--- src/logic/isa_pkg.sv ---
package isa_pkg;

	////////////////////////////////
	// Field widths
	////////////////////////////////
	localparam int word_w  = 32;
	localparam int reg_w   = 5;
	localparam int op_w    = 6;
	localparam int funct_w = 6;
	localparam int imm_w   = 16;

	typedef logic [word_w-1:0] word_t;
	typedef logic [reg_w-1:0]  reg_addr_t;
	typedef logic [word_w-1:0] inst_t;
	typedef logic [3:0]        alu_op_t;

	// Register 0 is hardwired to zero
	localparam reg_addr_t nop_reg = '0;

	localparam int mul_cycles = 32; // One product bit per clock

	////////////////////////////////
	// Opcodes and function codes
	////////////////////////////////
	localparam logic [op_w-1:0] op_special = 6'h00;
	localparam logic [op_w-1:0] op_addi    = 6'h08;
	localparam logic [op_w-1:0] op_ori     = 6'h0d;
	localparam logic [op_w-1:0] op_lui     = 6'h0f;

	localparam logic [funct_w-1:0] fn_mul  = 6'h18; // Low word of the product into rd
	localparam logic [funct_w-1:0] fn_add  = 6'h20;
	localparam logic [funct_w-1:0] fn_addu = 6'h21;
	localparam logic [funct_w-1:0] fn_sub  = 6'h22;
	localparam logic [funct_w-1:0] fn_and  = 6'h24;
	localparam logic [funct_w-1:0] fn_or   = 6'h25;
	localparam logic [funct_w-1:0] fn_xor  = 6'h26;
	localparam logic [funct_w-1:0] fn_slt  = 6'h2a;

	// ALU operations where zero must stay the NOP
	localparam alu_op_t alu_nop  = 4'd0;
	localparam alu_op_t alu_add  = 4'd1;
	localparam alu_op_t alu_addu = 4'd2;
	localparam alu_op_t alu_sub  = 4'd3;
	localparam alu_op_t alu_and  = 4'd4;
	localparam alu_op_t alu_or   = 4'd5;
	localparam alu_op_t alu_xor  = 4'd6;
	localparam alu_op_t alu_slt  = 4'd7;
	localparam alu_op_t alu_mul  = 4'd8;
	localparam alu_op_t alu_lui  = 4'd9;

endpackage
--- src/logic/pipe_pkg.sv ---
package pipe_pkg;

	////////////////////////////////
	// Stall vector
	////////////////////////////////
	typedef logic [3:0] stall_t;

	localparam int stall_fetch = 0;
	localparam int stall_id    = 1;
	localparam int stall_ex    = 2;
	localparam int stall_wb    = 3;

	////////////////////////////////
	// Stage bundles
	////////////////////////////////
	typedef struct packed {
		isa_pkg::alu_op_t   alu_op;
		isa_pkg::word_t     op_a;
		isa_pkg::word_t     op_b;
		isa_pkg::reg_addr_t dest;
		logic               wr_en;
		logic               trap_en; // Signed overflow raises an exception
		isa_pkg::inst_t     inst;
		isa_pkg::word_t     pc;
	} id_ex_t;

	typedef struct packed {
		logic               wr_en;
		isa_pkg::reg_addr_t dest;
		isa_pkg::word_t     data;
	} ex_wb_t;

	// All zero means NOP into register 0 with no write
	localparam id_ex_t id_ex_bubble = '0;
	localparam ex_wb_t ex_wb_bubble = '0;

endpackage

--- src/logic/core_top.sv ---
module core_top (
	input  logic               clk,
	input  logic               arst_n,
	input  logic               inst_valid,
	input  isa_pkg::inst_t     inst,
	input  isa_pkg::word_t     inst_pc,
	output logic               fetch_hold,
	output logic               wb_en,
	output isa_pkg::reg_addr_t wb_addr,
	output isa_pkg::word_t     wb_data,
	output logic               exc_valid,
	output isa_pkg::word_t     exc_pc
);
	import pipe_pkg::*;

	id_ex_t id_bundle;
	id_ex_t ex_bundle;
	ex_wb_t ex_result;
	ex_wb_t wb;
	stall_t stall;
	logic   flush;
	logic   busy;

	decode_stage u_decode (
		.clk        (clk),
		.arst_n     (arst_n),
		.inst       (inst),
		.inst_pc    (inst_pc),
		.ex_fwd     (ex_result),
		.wb_fwd     (wb),
		.out_bundle (id_bundle)
	);

	id_ex_reg u_id_ex (
		.clk       (clk),
		.arst_n    (arst_n),
		.stall     (stall),
		.flush     (flush),
		.id_bundle (id_bundle),
		.ex_bundle (ex_bundle)
	);

	execute_stage u_execute (
		.clk       (clk),
		.arst_n    (arst_n),
		.in_bundle (ex_bundle),
		.result    (ex_result),
		.busy      (busy),
		.exc_valid (exc_valid),
		.exc_pc    (exc_pc)
	);

	ex_wb_reg u_ex_wb (
		.clk       (clk),
		.arst_n    (arst_n),
		.stall     (stall),
		.flush     (flush),
		.ex_result (ex_result),
		.wb        (wb)
	);

	pipe_ctrl u_ctrl (
		.inst_valid (inst_valid),
		.ex_busy    (busy),
		.exc        (exc_valid),
		.stall      (stall),
		.flush      (flush)
	);

	assign fetch_hold = stall[stall_fetch];
	assign wb_en      = wb.wr_en;
	assign wb_addr    = wb.dest;
	assign wb_data    = wb.data;

endmodule

--- src/logic/pipe_ctrl.sv ---
module pipe_ctrl (
	input  logic             inst_valid,
	input  logic             ex_busy,
	input  logic             exc,
	output pipe_pkg::stall_t stall,
	output logic             flush
);
	import pipe_pkg::*;

	////////////////////////////////
	// Stall priority
	////////////////////////////////
	always_comb begin
		stall = '0;
		if (ex_busy) begin
			stall[stall_fetch] = 1'b1; // Fetch side must keep its instruction
			stall[stall_id]    = 1'b1;
			stall[stall_ex]    = 1'b1;
		end else if (!inst_valid) begin
			stall[stall_id] = 1'b1; // Decode has nothing while execute still drains
		end
	end

	// A trap empties both pipeline registers at the next edge
	assign flush = exc;

endmodule

--- src/logic/ex_wb_reg.sv ---
module ex_wb_reg (
	input  logic             clk,
	input  logic             arst_n,
	input  pipe_pkg::stall_t stall,
	input  logic             flush,
	input  pipe_pkg::ex_wb_t ex_result,
	output pipe_pkg::ex_wb_t wb
);
	import pipe_pkg::*;

	logic ex_run;
	logic wb_run;

	assign ex_run = !stall[stall_ex];
	assign wb_run = !stall[stall_wb];

	always_ff @(posedge clk or negedge arst_n) begin
		if (!arst_n) begin
			wb <= ex_wb_bubble;
		end else if (flush) begin
			wb <= ex_wb_bubble;
		end else if (!ex_run && wb_run) begin
			wb <= ex_wb_bubble; // Nothing leaves execute while the multiplier runs
		end else if (wb_run) begin
			wb <= ex_result;
		end
	end

endmodule

--- src/logic/execute_stage.sv ---
module execute_stage (
	input  logic             clk,
	input  logic             arst_n,
	input  pipe_pkg::id_ex_t in_bundle,
	output pipe_pkg::ex_wb_t result,
	output logic             busy,
	output logic             exc_valid,
	output isa_pkg::word_t   exc_pc
);
	import isa_pkg::*;

	localparam int cnt_w = $clog2(mul_cycles);

	typedef enum logic [1:0] {
		mul_idle,
		mul_run,
		mul_done
	} mul_state_t;

	mul_state_t       state;
	logic [cnt_w-1:0] cnt;
	word_t            mcand;
	word_t            mplier;
	word_t            acc;
	word_t            sum;
	word_t            alu_out;
	logic             is_mul;
	logic             overflow;

	assign is_mul = in_bundle.alu_op == alu_mul;
	assign busy   = state == mul_run || (state == mul_idle && is_mul);

	////////////////////////////////
	// ALU
	////////////////////////////////
	assign sum = in_bundle.op_a + in_bundle.op_b;

	// Same input signs with a different result sign
	assign overflow = in_bundle.op_a[31] == in_bundle.op_b[31] && sum[31] != in_bundle.op_a[31];

	always_comb begin
		case (in_bundle.alu_op)
			alu_add, alu_addu: alu_out = sum;
			alu_sub:           alu_out = in_bundle.op_a - in_bundle.op_b;
			alu_and:           alu_out = in_bundle.op_a & in_bundle.op_b;
			alu_or:            alu_out = in_bundle.op_a | in_bundle.op_b;
			alu_xor:           alu_out = in_bundle.op_a ^ in_bundle.op_b;
			alu_slt:           alu_out = word_t'($signed(in_bundle.op_a) < $signed(in_bundle.op_b));
			alu_lui:           alu_out = in_bundle.op_b;
			alu_mul:           alu_out = acc;
			default:           alu_out = '0;
		endcase
	end

	assign exc_valid = in_bundle.trap_en && overflow;
	assign exc_pc    = in_bundle.pc;

	assign result.wr_en = in_bundle.wr_en && !busy && !exc_valid;
	assign result.dest  = in_bundle.dest;
	assign result.data  = alu_out;

	////////////////////////////////
	// Multiplier
	////////////////////////////////
	always_ff @(posedge clk or negedge arst_n) begin
		if (!arst_n) begin
			state <= mul_idle;
			cnt   <= '0;
		end else begin
			case (state)
				mul_idle: if (is_mul) begin
					state <= mul_run;
					cnt   <= cnt_w'(1); // Bit 0 is taken while loading
				end
				mul_run: begin
					cnt <= cnt + 1'b1;
					if (cnt == cnt_w'(mul_cycles - 1)) begin
						state <= mul_done;
					end
				end
				default: state <= mul_idle; // Product sits in acc for one cycle
			endcase
		end
	end

	always_ff @(posedge clk) begin
		if (state == mul_idle && is_mul) begin
			acc    <= in_bundle.op_b[0] ? in_bundle.op_a : '0;
			mcand  <= in_bundle.op_a << 1;
			mplier <= in_bundle.op_b >> 1;
		end else if (state == mul_run) begin
			if (mplier[0]) begin
				acc <= acc + mcand;
			end
			mcand  <= mcand << 1;
			mplier <= mplier >> 1;
		end
	end

	busy_bounded: assert property (
		@(posedge clk) disable iff (!arst_n)
		$rose(busy) |-> ##[1:mul_cycles] !busy
	) else $error("multiplier busy for more than %0d cycles", mul_cycles);

endmodule

--- src/logic/id_ex_reg.sv ---
module id_ex_reg (
	input  logic             clk,
	input  logic             arst_n,
	input  pipe_pkg::stall_t stall,
	input  logic             flush,
	input  pipe_pkg::id_ex_t id_bundle,
	output pipe_pkg::id_ex_t ex_bundle
);
	import pipe_pkg::*;

	logic id_run;
	logic ex_run;

	assign id_run = !stall[stall_id];
	assign ex_run = !stall[stall_ex];

	always_ff @(posedge clk or negedge arst_n) begin
		if (!arst_n) begin
			ex_bundle <= id_ex_bubble;
		end else if (flush) begin
			ex_bundle <= id_ex_bubble; // Drops the instruction behind a trap
		end else if (!id_run && ex_run) begin
			ex_bundle <= id_ex_bubble;
		end else if (id_run) begin
			ex_bundle <= id_bundle;
		end
	end

	// The bubble after a flush can neither write back nor trap again
	flush_kills_write: assert property (
		@(posedge clk) disable iff (!arst_n)
		flush |=> !ex_bundle.wr_en && !flush
	) else $error("write enable or flush survived a flush");

endmodule

--- src/logic/decode_stage.sv ---
module decode_stage (
	input  logic             clk,
	input  logic             arst_n,
	input  isa_pkg::inst_t   inst,
	input  isa_pkg::word_t   inst_pc,
	input  pipe_pkg::ex_wb_t ex_fwd,
	input  pipe_pkg::ex_wb_t wb_fwd,
	output pipe_pkg::id_ex_t out_bundle
);
	import isa_pkg::*;
	import pipe_pkg::*;

	// Execute holds the younger result, so it is checked first
	function automatic word_t bypass(input reg_addr_t addr, input word_t rf_val,
	                                 input ex_wb_t ex_src, input ex_wb_t wb_src);
		if (ex_src.wr_en && ex_src.dest == addr) begin
			return ex_src.data;
		end
		if (wb_src.wr_en && wb_src.dest == addr) begin
			return wb_src.data;
		end
		return rf_val;
	endfunction

	logic [op_w-1:0]    opcode;
	logic [funct_w-1:0] funct;
	logic [imm_w-1:0]   imm;
	reg_addr_t          rs;
	reg_addr_t          rt;
	reg_addr_t          rd;
	word_t              rf_a;
	word_t              rf_b;
	word_t              imm_val;
	alu_op_t            alu_op;
	reg_addr_t          dest;
	logic               writes;
	logic               use_imm;
	logic               trap_en;
	logic               wr_en;

	assign opcode = inst[31 -: op_w];
	assign rs     = inst[25:21];
	assign rt     = inst[20:16];
	assign rd     = inst[15:11];
	assign funct  = inst[funct_w-1:0];
	assign imm    = inst[imm_w-1:0];

	reg_file u_reg_file (
		.clk       (clk),
		.arst_n    (arst_n),
		.rd_addr_a (rs),
		.rd_addr_b (rt),
		.rd_data_a (rf_a),
		.rd_data_b (rf_b),
		.wr        (wb_fwd)
	);

	always_comb begin
		alu_op  = alu_nop;
		dest    = rd;
		writes  = 1'b0;
		use_imm = 1'b0;
		trap_en = 1'b0;
		imm_val = {{(word_w - imm_w){imm[imm_w-1]}}, imm}; // Sign extended by default
		case (opcode)
			op_special: begin
				writes = 1'b1;
				case (funct)
					fn_add:  begin
						alu_op  = alu_add;
						trap_en = 1'b1;
					end
					fn_addu: alu_op = alu_addu;
					fn_sub:  alu_op = alu_sub;
					fn_and:  alu_op = alu_and;
					fn_or:   alu_op = alu_or;
					fn_xor:  alu_op = alu_xor;
					fn_slt:  alu_op = alu_slt;
					fn_mul:  alu_op = alu_mul;
					default: writes = 1'b0; // Unknown function runs as a NOP
				endcase
			end
			op_addi: begin
				alu_op  = alu_add;
				dest    = rt;
				writes  = 1'b1;
				use_imm = 1'b1;
				trap_en = 1'b1;
			end
			op_ori: begin
				alu_op  = alu_or;
				dest    = rt;
				writes  = 1'b1;
				use_imm = 1'b1;
				imm_val = {{(word_w - imm_w){1'b0}}, imm};
			end
			op_lui: begin
				alu_op  = alu_lui;
				dest    = rt;
				writes  = 1'b1;
				use_imm = 1'b1;
				imm_val = {imm, {(word_w - imm_w){1'b0}}};
			end
			default: ;
		endcase
	end

	assign wr_en = writes && dest != nop_reg;

	assign out_bundle.alu_op  = alu_op;
	assign out_bundle.op_a    = bypass(rs, rf_a, ex_fwd, wb_fwd);
	assign out_bundle.op_b    = use_imm ? imm_val : bypass(rt, rf_b, ex_fwd, wb_fwd);
	assign out_bundle.dest    = wr_en ? dest : nop_reg;
	assign out_bundle.wr_en   = wr_en;
	assign out_bundle.trap_en = trap_en;
	assign out_bundle.inst    = inst;
	assign out_bundle.pc      = inst_pc;

endmodule

--- src/logic/reg_file.sv ---
module reg_file (
	input  logic               clk,
	input  logic               arst_n,
	input  isa_pkg::reg_addr_t rd_addr_a,
	input  isa_pkg::reg_addr_t rd_addr_b,
	output isa_pkg::word_t     rd_data_a,
	output isa_pkg::word_t     rd_data_b,
	input  pipe_pkg::ex_wb_t   wr
);
	import isa_pkg::*;

	word_t regs [32];

	always_ff @(posedge clk) begin
		if (wr.wr_en && wr.dest != nop_reg) begin
			regs[wr.dest] <= wr.data;
		end
	end

	assign rd_data_a = (rd_addr_a == nop_reg) ? '0 : regs[rd_addr_a];
	assign rd_data_b = (rd_addr_b == nop_reg) ? '0 : regs[rd_addr_b];

	// Decode never lets a write to register 0 travel down the pipe
	wr_not_zero: assert property (
		@(posedge clk) disable iff (!arst_n)
		wr.wr_en |-> wr.dest != nop_reg
	) else $error("write enable reached the register file for register 0");

endmodule

--- config.mk ---
export PLATFORM = sky130hd
export DESIGN_NAME = core_top
export DESIGN_NICKNAME = d
export VERILOG_FILES = /design/src/logic/isa_pkg.sv /design/src/logic/pipe_pkg.sv /design/src/logic/core_top.sv /design/src/logic/pipe_ctrl.sv /design/src/logic/ex_wb_reg.sv /design/src/logic/execute_stage.sv /design/src/logic/id_ex_reg.sv /design/src/logic/decode_stage.sv /design/src/logic/reg_file.sv
export SDC_FILE = /design/constraint.sdc
export NUM_CORES = 2
export LEC_CHECK = 0
export BUFFER_PORTS_ARGS = -buffer_cell sky130_fd_sc_hd__clkbuf_2
export CAP_MARGIN = 20
export CORE_MARGIN = 4
export CORE_UTILIZATION = 25
export CTS_BUF_LIST = sky130_fd_sc_hd__clkbuf_8
export DETAILED_ROUTE_END_ITERATION = 6
export HOLD_SLACK_MARGIN = 0.06
export PLACE_DENSITY_LB_ADDON = 0.2
export SLEW_MARGIN = 20
export SYNTH_ARGS = -nofsm -noshare
export SYNTH_HDL_FRONTEND = slang
export SYNTH_SLANG_ARGS = --single-unit
--- constraint.sdc ---
create_clock -name clk -period 3.8 [get_ports clk]
set_clock_uncertainty 0.1 [all_clocks]
set_input_delay 0.76 -clock clk [delete_from_list [all_inputs] [get_ports clk]]
set_output_delay 0.76 -clock clk [all_outputs]
set_load 0.05 [all_outputs]
==> impl_metrics.toml <==
[status]
status = "finished, violations left"
failed_checks = "negative setup slack"

[drt]
finalWirelength_um = 255000
viasPerCell = 5.20
first_pass_iters = 6
drc = 0
ant_nets = 0
route.detailed.wl_per_inst_um = 29.8
num_vias = 44400
drt-initial-drc-count = 4409

[critical_path]
critical_path_class = "reg2out"
crit_required_ns = 2.94
critPathBufInv = 5
path_common_cell = "buf_6"
crit_family = "compound AO/OA/AOI/OAI gates"
cp-end-kind = "output port"
arrival_ns = 3.65
path_cells = "inv_1, ha_4, and2_4, o2111a_1, a22oi_2, buf_6, a2111oi_4, or3_4, nand3_2, buf_6, buf_6, buf_12"
slowest_stage = "a2111oi_4"
r2r_slack_ns = -0.03
critPathLaunchType = "register"
cp_slowest_stage_delay_ns = 0.51
critical_path.max_fanout = 5

[synth]
synth_area_um2 = 65300
synth.distinct_cells = 96
yosysWarnings = 0
synth_enable_flop_cells = 1118
synth_area_per_cell_um2 = 15.3
seq_area_frac_synth_pct = 57.2
synth_ff_type = "edfxtp_1"
ys_seq_elements = 1270
synth_cells = 4263
async_flop_share_pct = 12.0

[power_and_ir_drop]
pwr-share-seq_pct = 42.3
p_int_mw = 27.5
pwr-share-comb_pct = 27.3
power_frac_clock_pct = 30.4
peakVddDrop_v = 0.000358
power_mw = 41.2
switching_power_mw = 13.7
switching_share_pct = 33.3
leakage_nw = 27.9
powerDensity_nw_per_um2 = 512

[grt]
antenna_found_initial = 10
track_usage_pct = 18.5
grt_max_degree = 129
grt_overflow = 0
grt_pass1_vias = 45400
grt_pass1_wl_um = 357000

[flow_run]
maxCapViolCount = 0

[place]
pre_cts_ws_ns = -0.448
gp_congestion = 0.902
hpwl_um = 169000
placed_cell_area_um2 = 74900
placed_cells = 8055
numPortBuffers = 138

[timing]
post-route-period-util_pct = 119
fmax_ghz = 0.222
drv_slew = 0
finalWorstSetupSlack_ns = -0.712
relSlewSlack_pct = 34.7
setup-violations-final = 3
tightest_slew_ns = 0.979
final_hold_viol_count = 0
rsz0062_at_grt = "true"
period_needed_ns = 4.51
tns_ns = -0.744
holdWs_ns = 0.200

[clock_network]
cts_tree = "yes"
clk_path_buf_depth = 3
cts.sinks = 1270
clk_root_buffer_cell = "clkbuf_8"
clk_latency_ns = 0.99
cts_made_buffers = 221
clk_pin_slew_ns = 0.06
htree_levels = 4

[cells_and_area]
fin_cells = 8540
final_cell_mix = "edfxtp_1, mux4_2, buf_4"
final_core_util_pct = 31.0
fillers = 25700
layout_commonest_cell = "edfxtp_1"
multi_input_area_um2 = 27000
nNetsFinal = 5152
area_growth_pct = 23.3
final_cell_area_um2 = 80500
drive_above_1_share_pct = 35.3
seqCellArea_um2 = 37400

[hold_path]
min_path_type = "in2reg"

[floorplanning]
row_count = 187
dieArea_um2 = 270000
core_um2 = 260000
chipHeight_um = 519
start_util_pct = 25.1
die_w_um = 519
io-pin-count = 139
==> repair_timing <==
action                                 4_1_cts  5_1_grt
setup endpoints to repair                  116       65
setup buffers                               17       23
hold buffers                                39        0
endpoints found under the hold margin       96        0
pin swaps                                   24       33
resized for setup                           69       66
cloned                                       1        0
==> power groups by stage <==
stage                     Combinational [mW]  Sequential, mW  Clock, mW
after floorplan                         5.36            18.0          0
after global placement                  10.4            17.7          0
after detailed placement                10.5            17.7          0
after CTS                               10.8            17.4       12.9
after global routing                    12.1            17.5       13.6
final                                   11.3            17.4       12.5
==> layer usage <==
layer  vias to the layer above  track usage (%)  share of wire [%]
li1                      18700                -                  -
met1                     23700             24.9                 43
met2                      1604             30.6                 48
met3                       369             3.17                5.9
met4                         2             5.00                2.6
met5                         -                0             0.0027
==> kinds of logic (layout without fill, tap and decap cells) <==
group / after synthesis / after routing / share of synthesized area, %
compound gates: 911 / 911 / 9.61
xor+xnor: 51 / 51 / 0.684
fa+ha+maj: 131 / 131 / 2.54
buf+inv: 471 / 1311 / 3.06
flops: 1270 / 1270 / 57.2
mux: 711 / 711 / 21.9
other cells: 1 / 36 / 0.00574
simple gates: 717 / 717 / 5.00
==> registers in the layout, summed over array words and instances, names as in the netlist <==
name and cells:
u_id_ex.ex_bundle 107, u_execute.state 2, u_execute.mcand 31, u_execute.cnt 5, u_execute.acc 32, u_ex_wb.wb 38
u_execute.mplier 31, u_decode.u_reg_file.regs 1024
==> cells in the mapped netlist (24+ instances only) <==
cell type  instances  share of area (%)
nor2b_1           32               0.31
nor2_1           193                1.1
o211ai_1          52               0.60
clkbuf_1         201                1.2
o22ai_1           26               0.25
a221o_1           34               0.52
ha_1             128                2.5
buf_1             45               0.26
xnor2_1           24               0.32
a221oi_1          40               0.54
o221ai_1          24               0.32
buf_2             67               0.51
mux2i_1          109                1.7
nand2b_1          36               0.34
inv_1            115               0.66
o21ai_0          208                1.6
a22oi_1           38               0.44
a211oi_1          38               0.44
nand2_1          272                1.6
a21o_1            32               0.37
a21oi_1          157                1.2
a22o_1            49               0.66
nand3_1           63               0.48
mux2_2            32               0.55
buf_4             39               0.45
edfxtp_1        1118                 51
o21ai_1           41               0.31
mux4_2           570                 20
nor3_1            35               0.27
xor2_1            27               0.36
dfrtp_1          152                5.8
==> worst paths after layout <==
| path | startpoint | depth (start not counted) | endpoint |
|---|---|---|---|
| hold / removal | inst[9] | 3 | u_id_ex.ex_bundle[80] |
| setup reg to reg | u_id_ex.ex_bundle[71] | 17 | u_id_ex.ex_bundle[130] |
| hold reg to reg | u_id_ex.ex_bundle[65] | 2 | u_id_ex.ex_bundle[65] |
| min in group asynchronous | arst_n | 2 | u_id_ex.ex_bundle[11] |
| max in group asynchronous | arst_n | 3 | u_ex_wb.wb[27] |
| setup / recovery | u_id_ex.ex_bundle[82] | 12 | exc_valid |
==> worst min-delay path, stage by stage <==
cell and delay [ns]:
clkbuf_2 0.23, a22oi_1 0.12, o21ai_2 0.09
==> cell type report <==
cell class                      instances  area share, %
Antenna cell                            4         0.0124
Clock buffer                          230           3.93
Clock inverter                        173           1.39
Inverter                              119          0.555
Multi-Input combinational cell       2553           33.5
Sequential cell                      1270           46.4
Tap cell                             3402           5.29
Timing Repair Buffer                  789           8.89
Power figures use the tool's default switching activity.
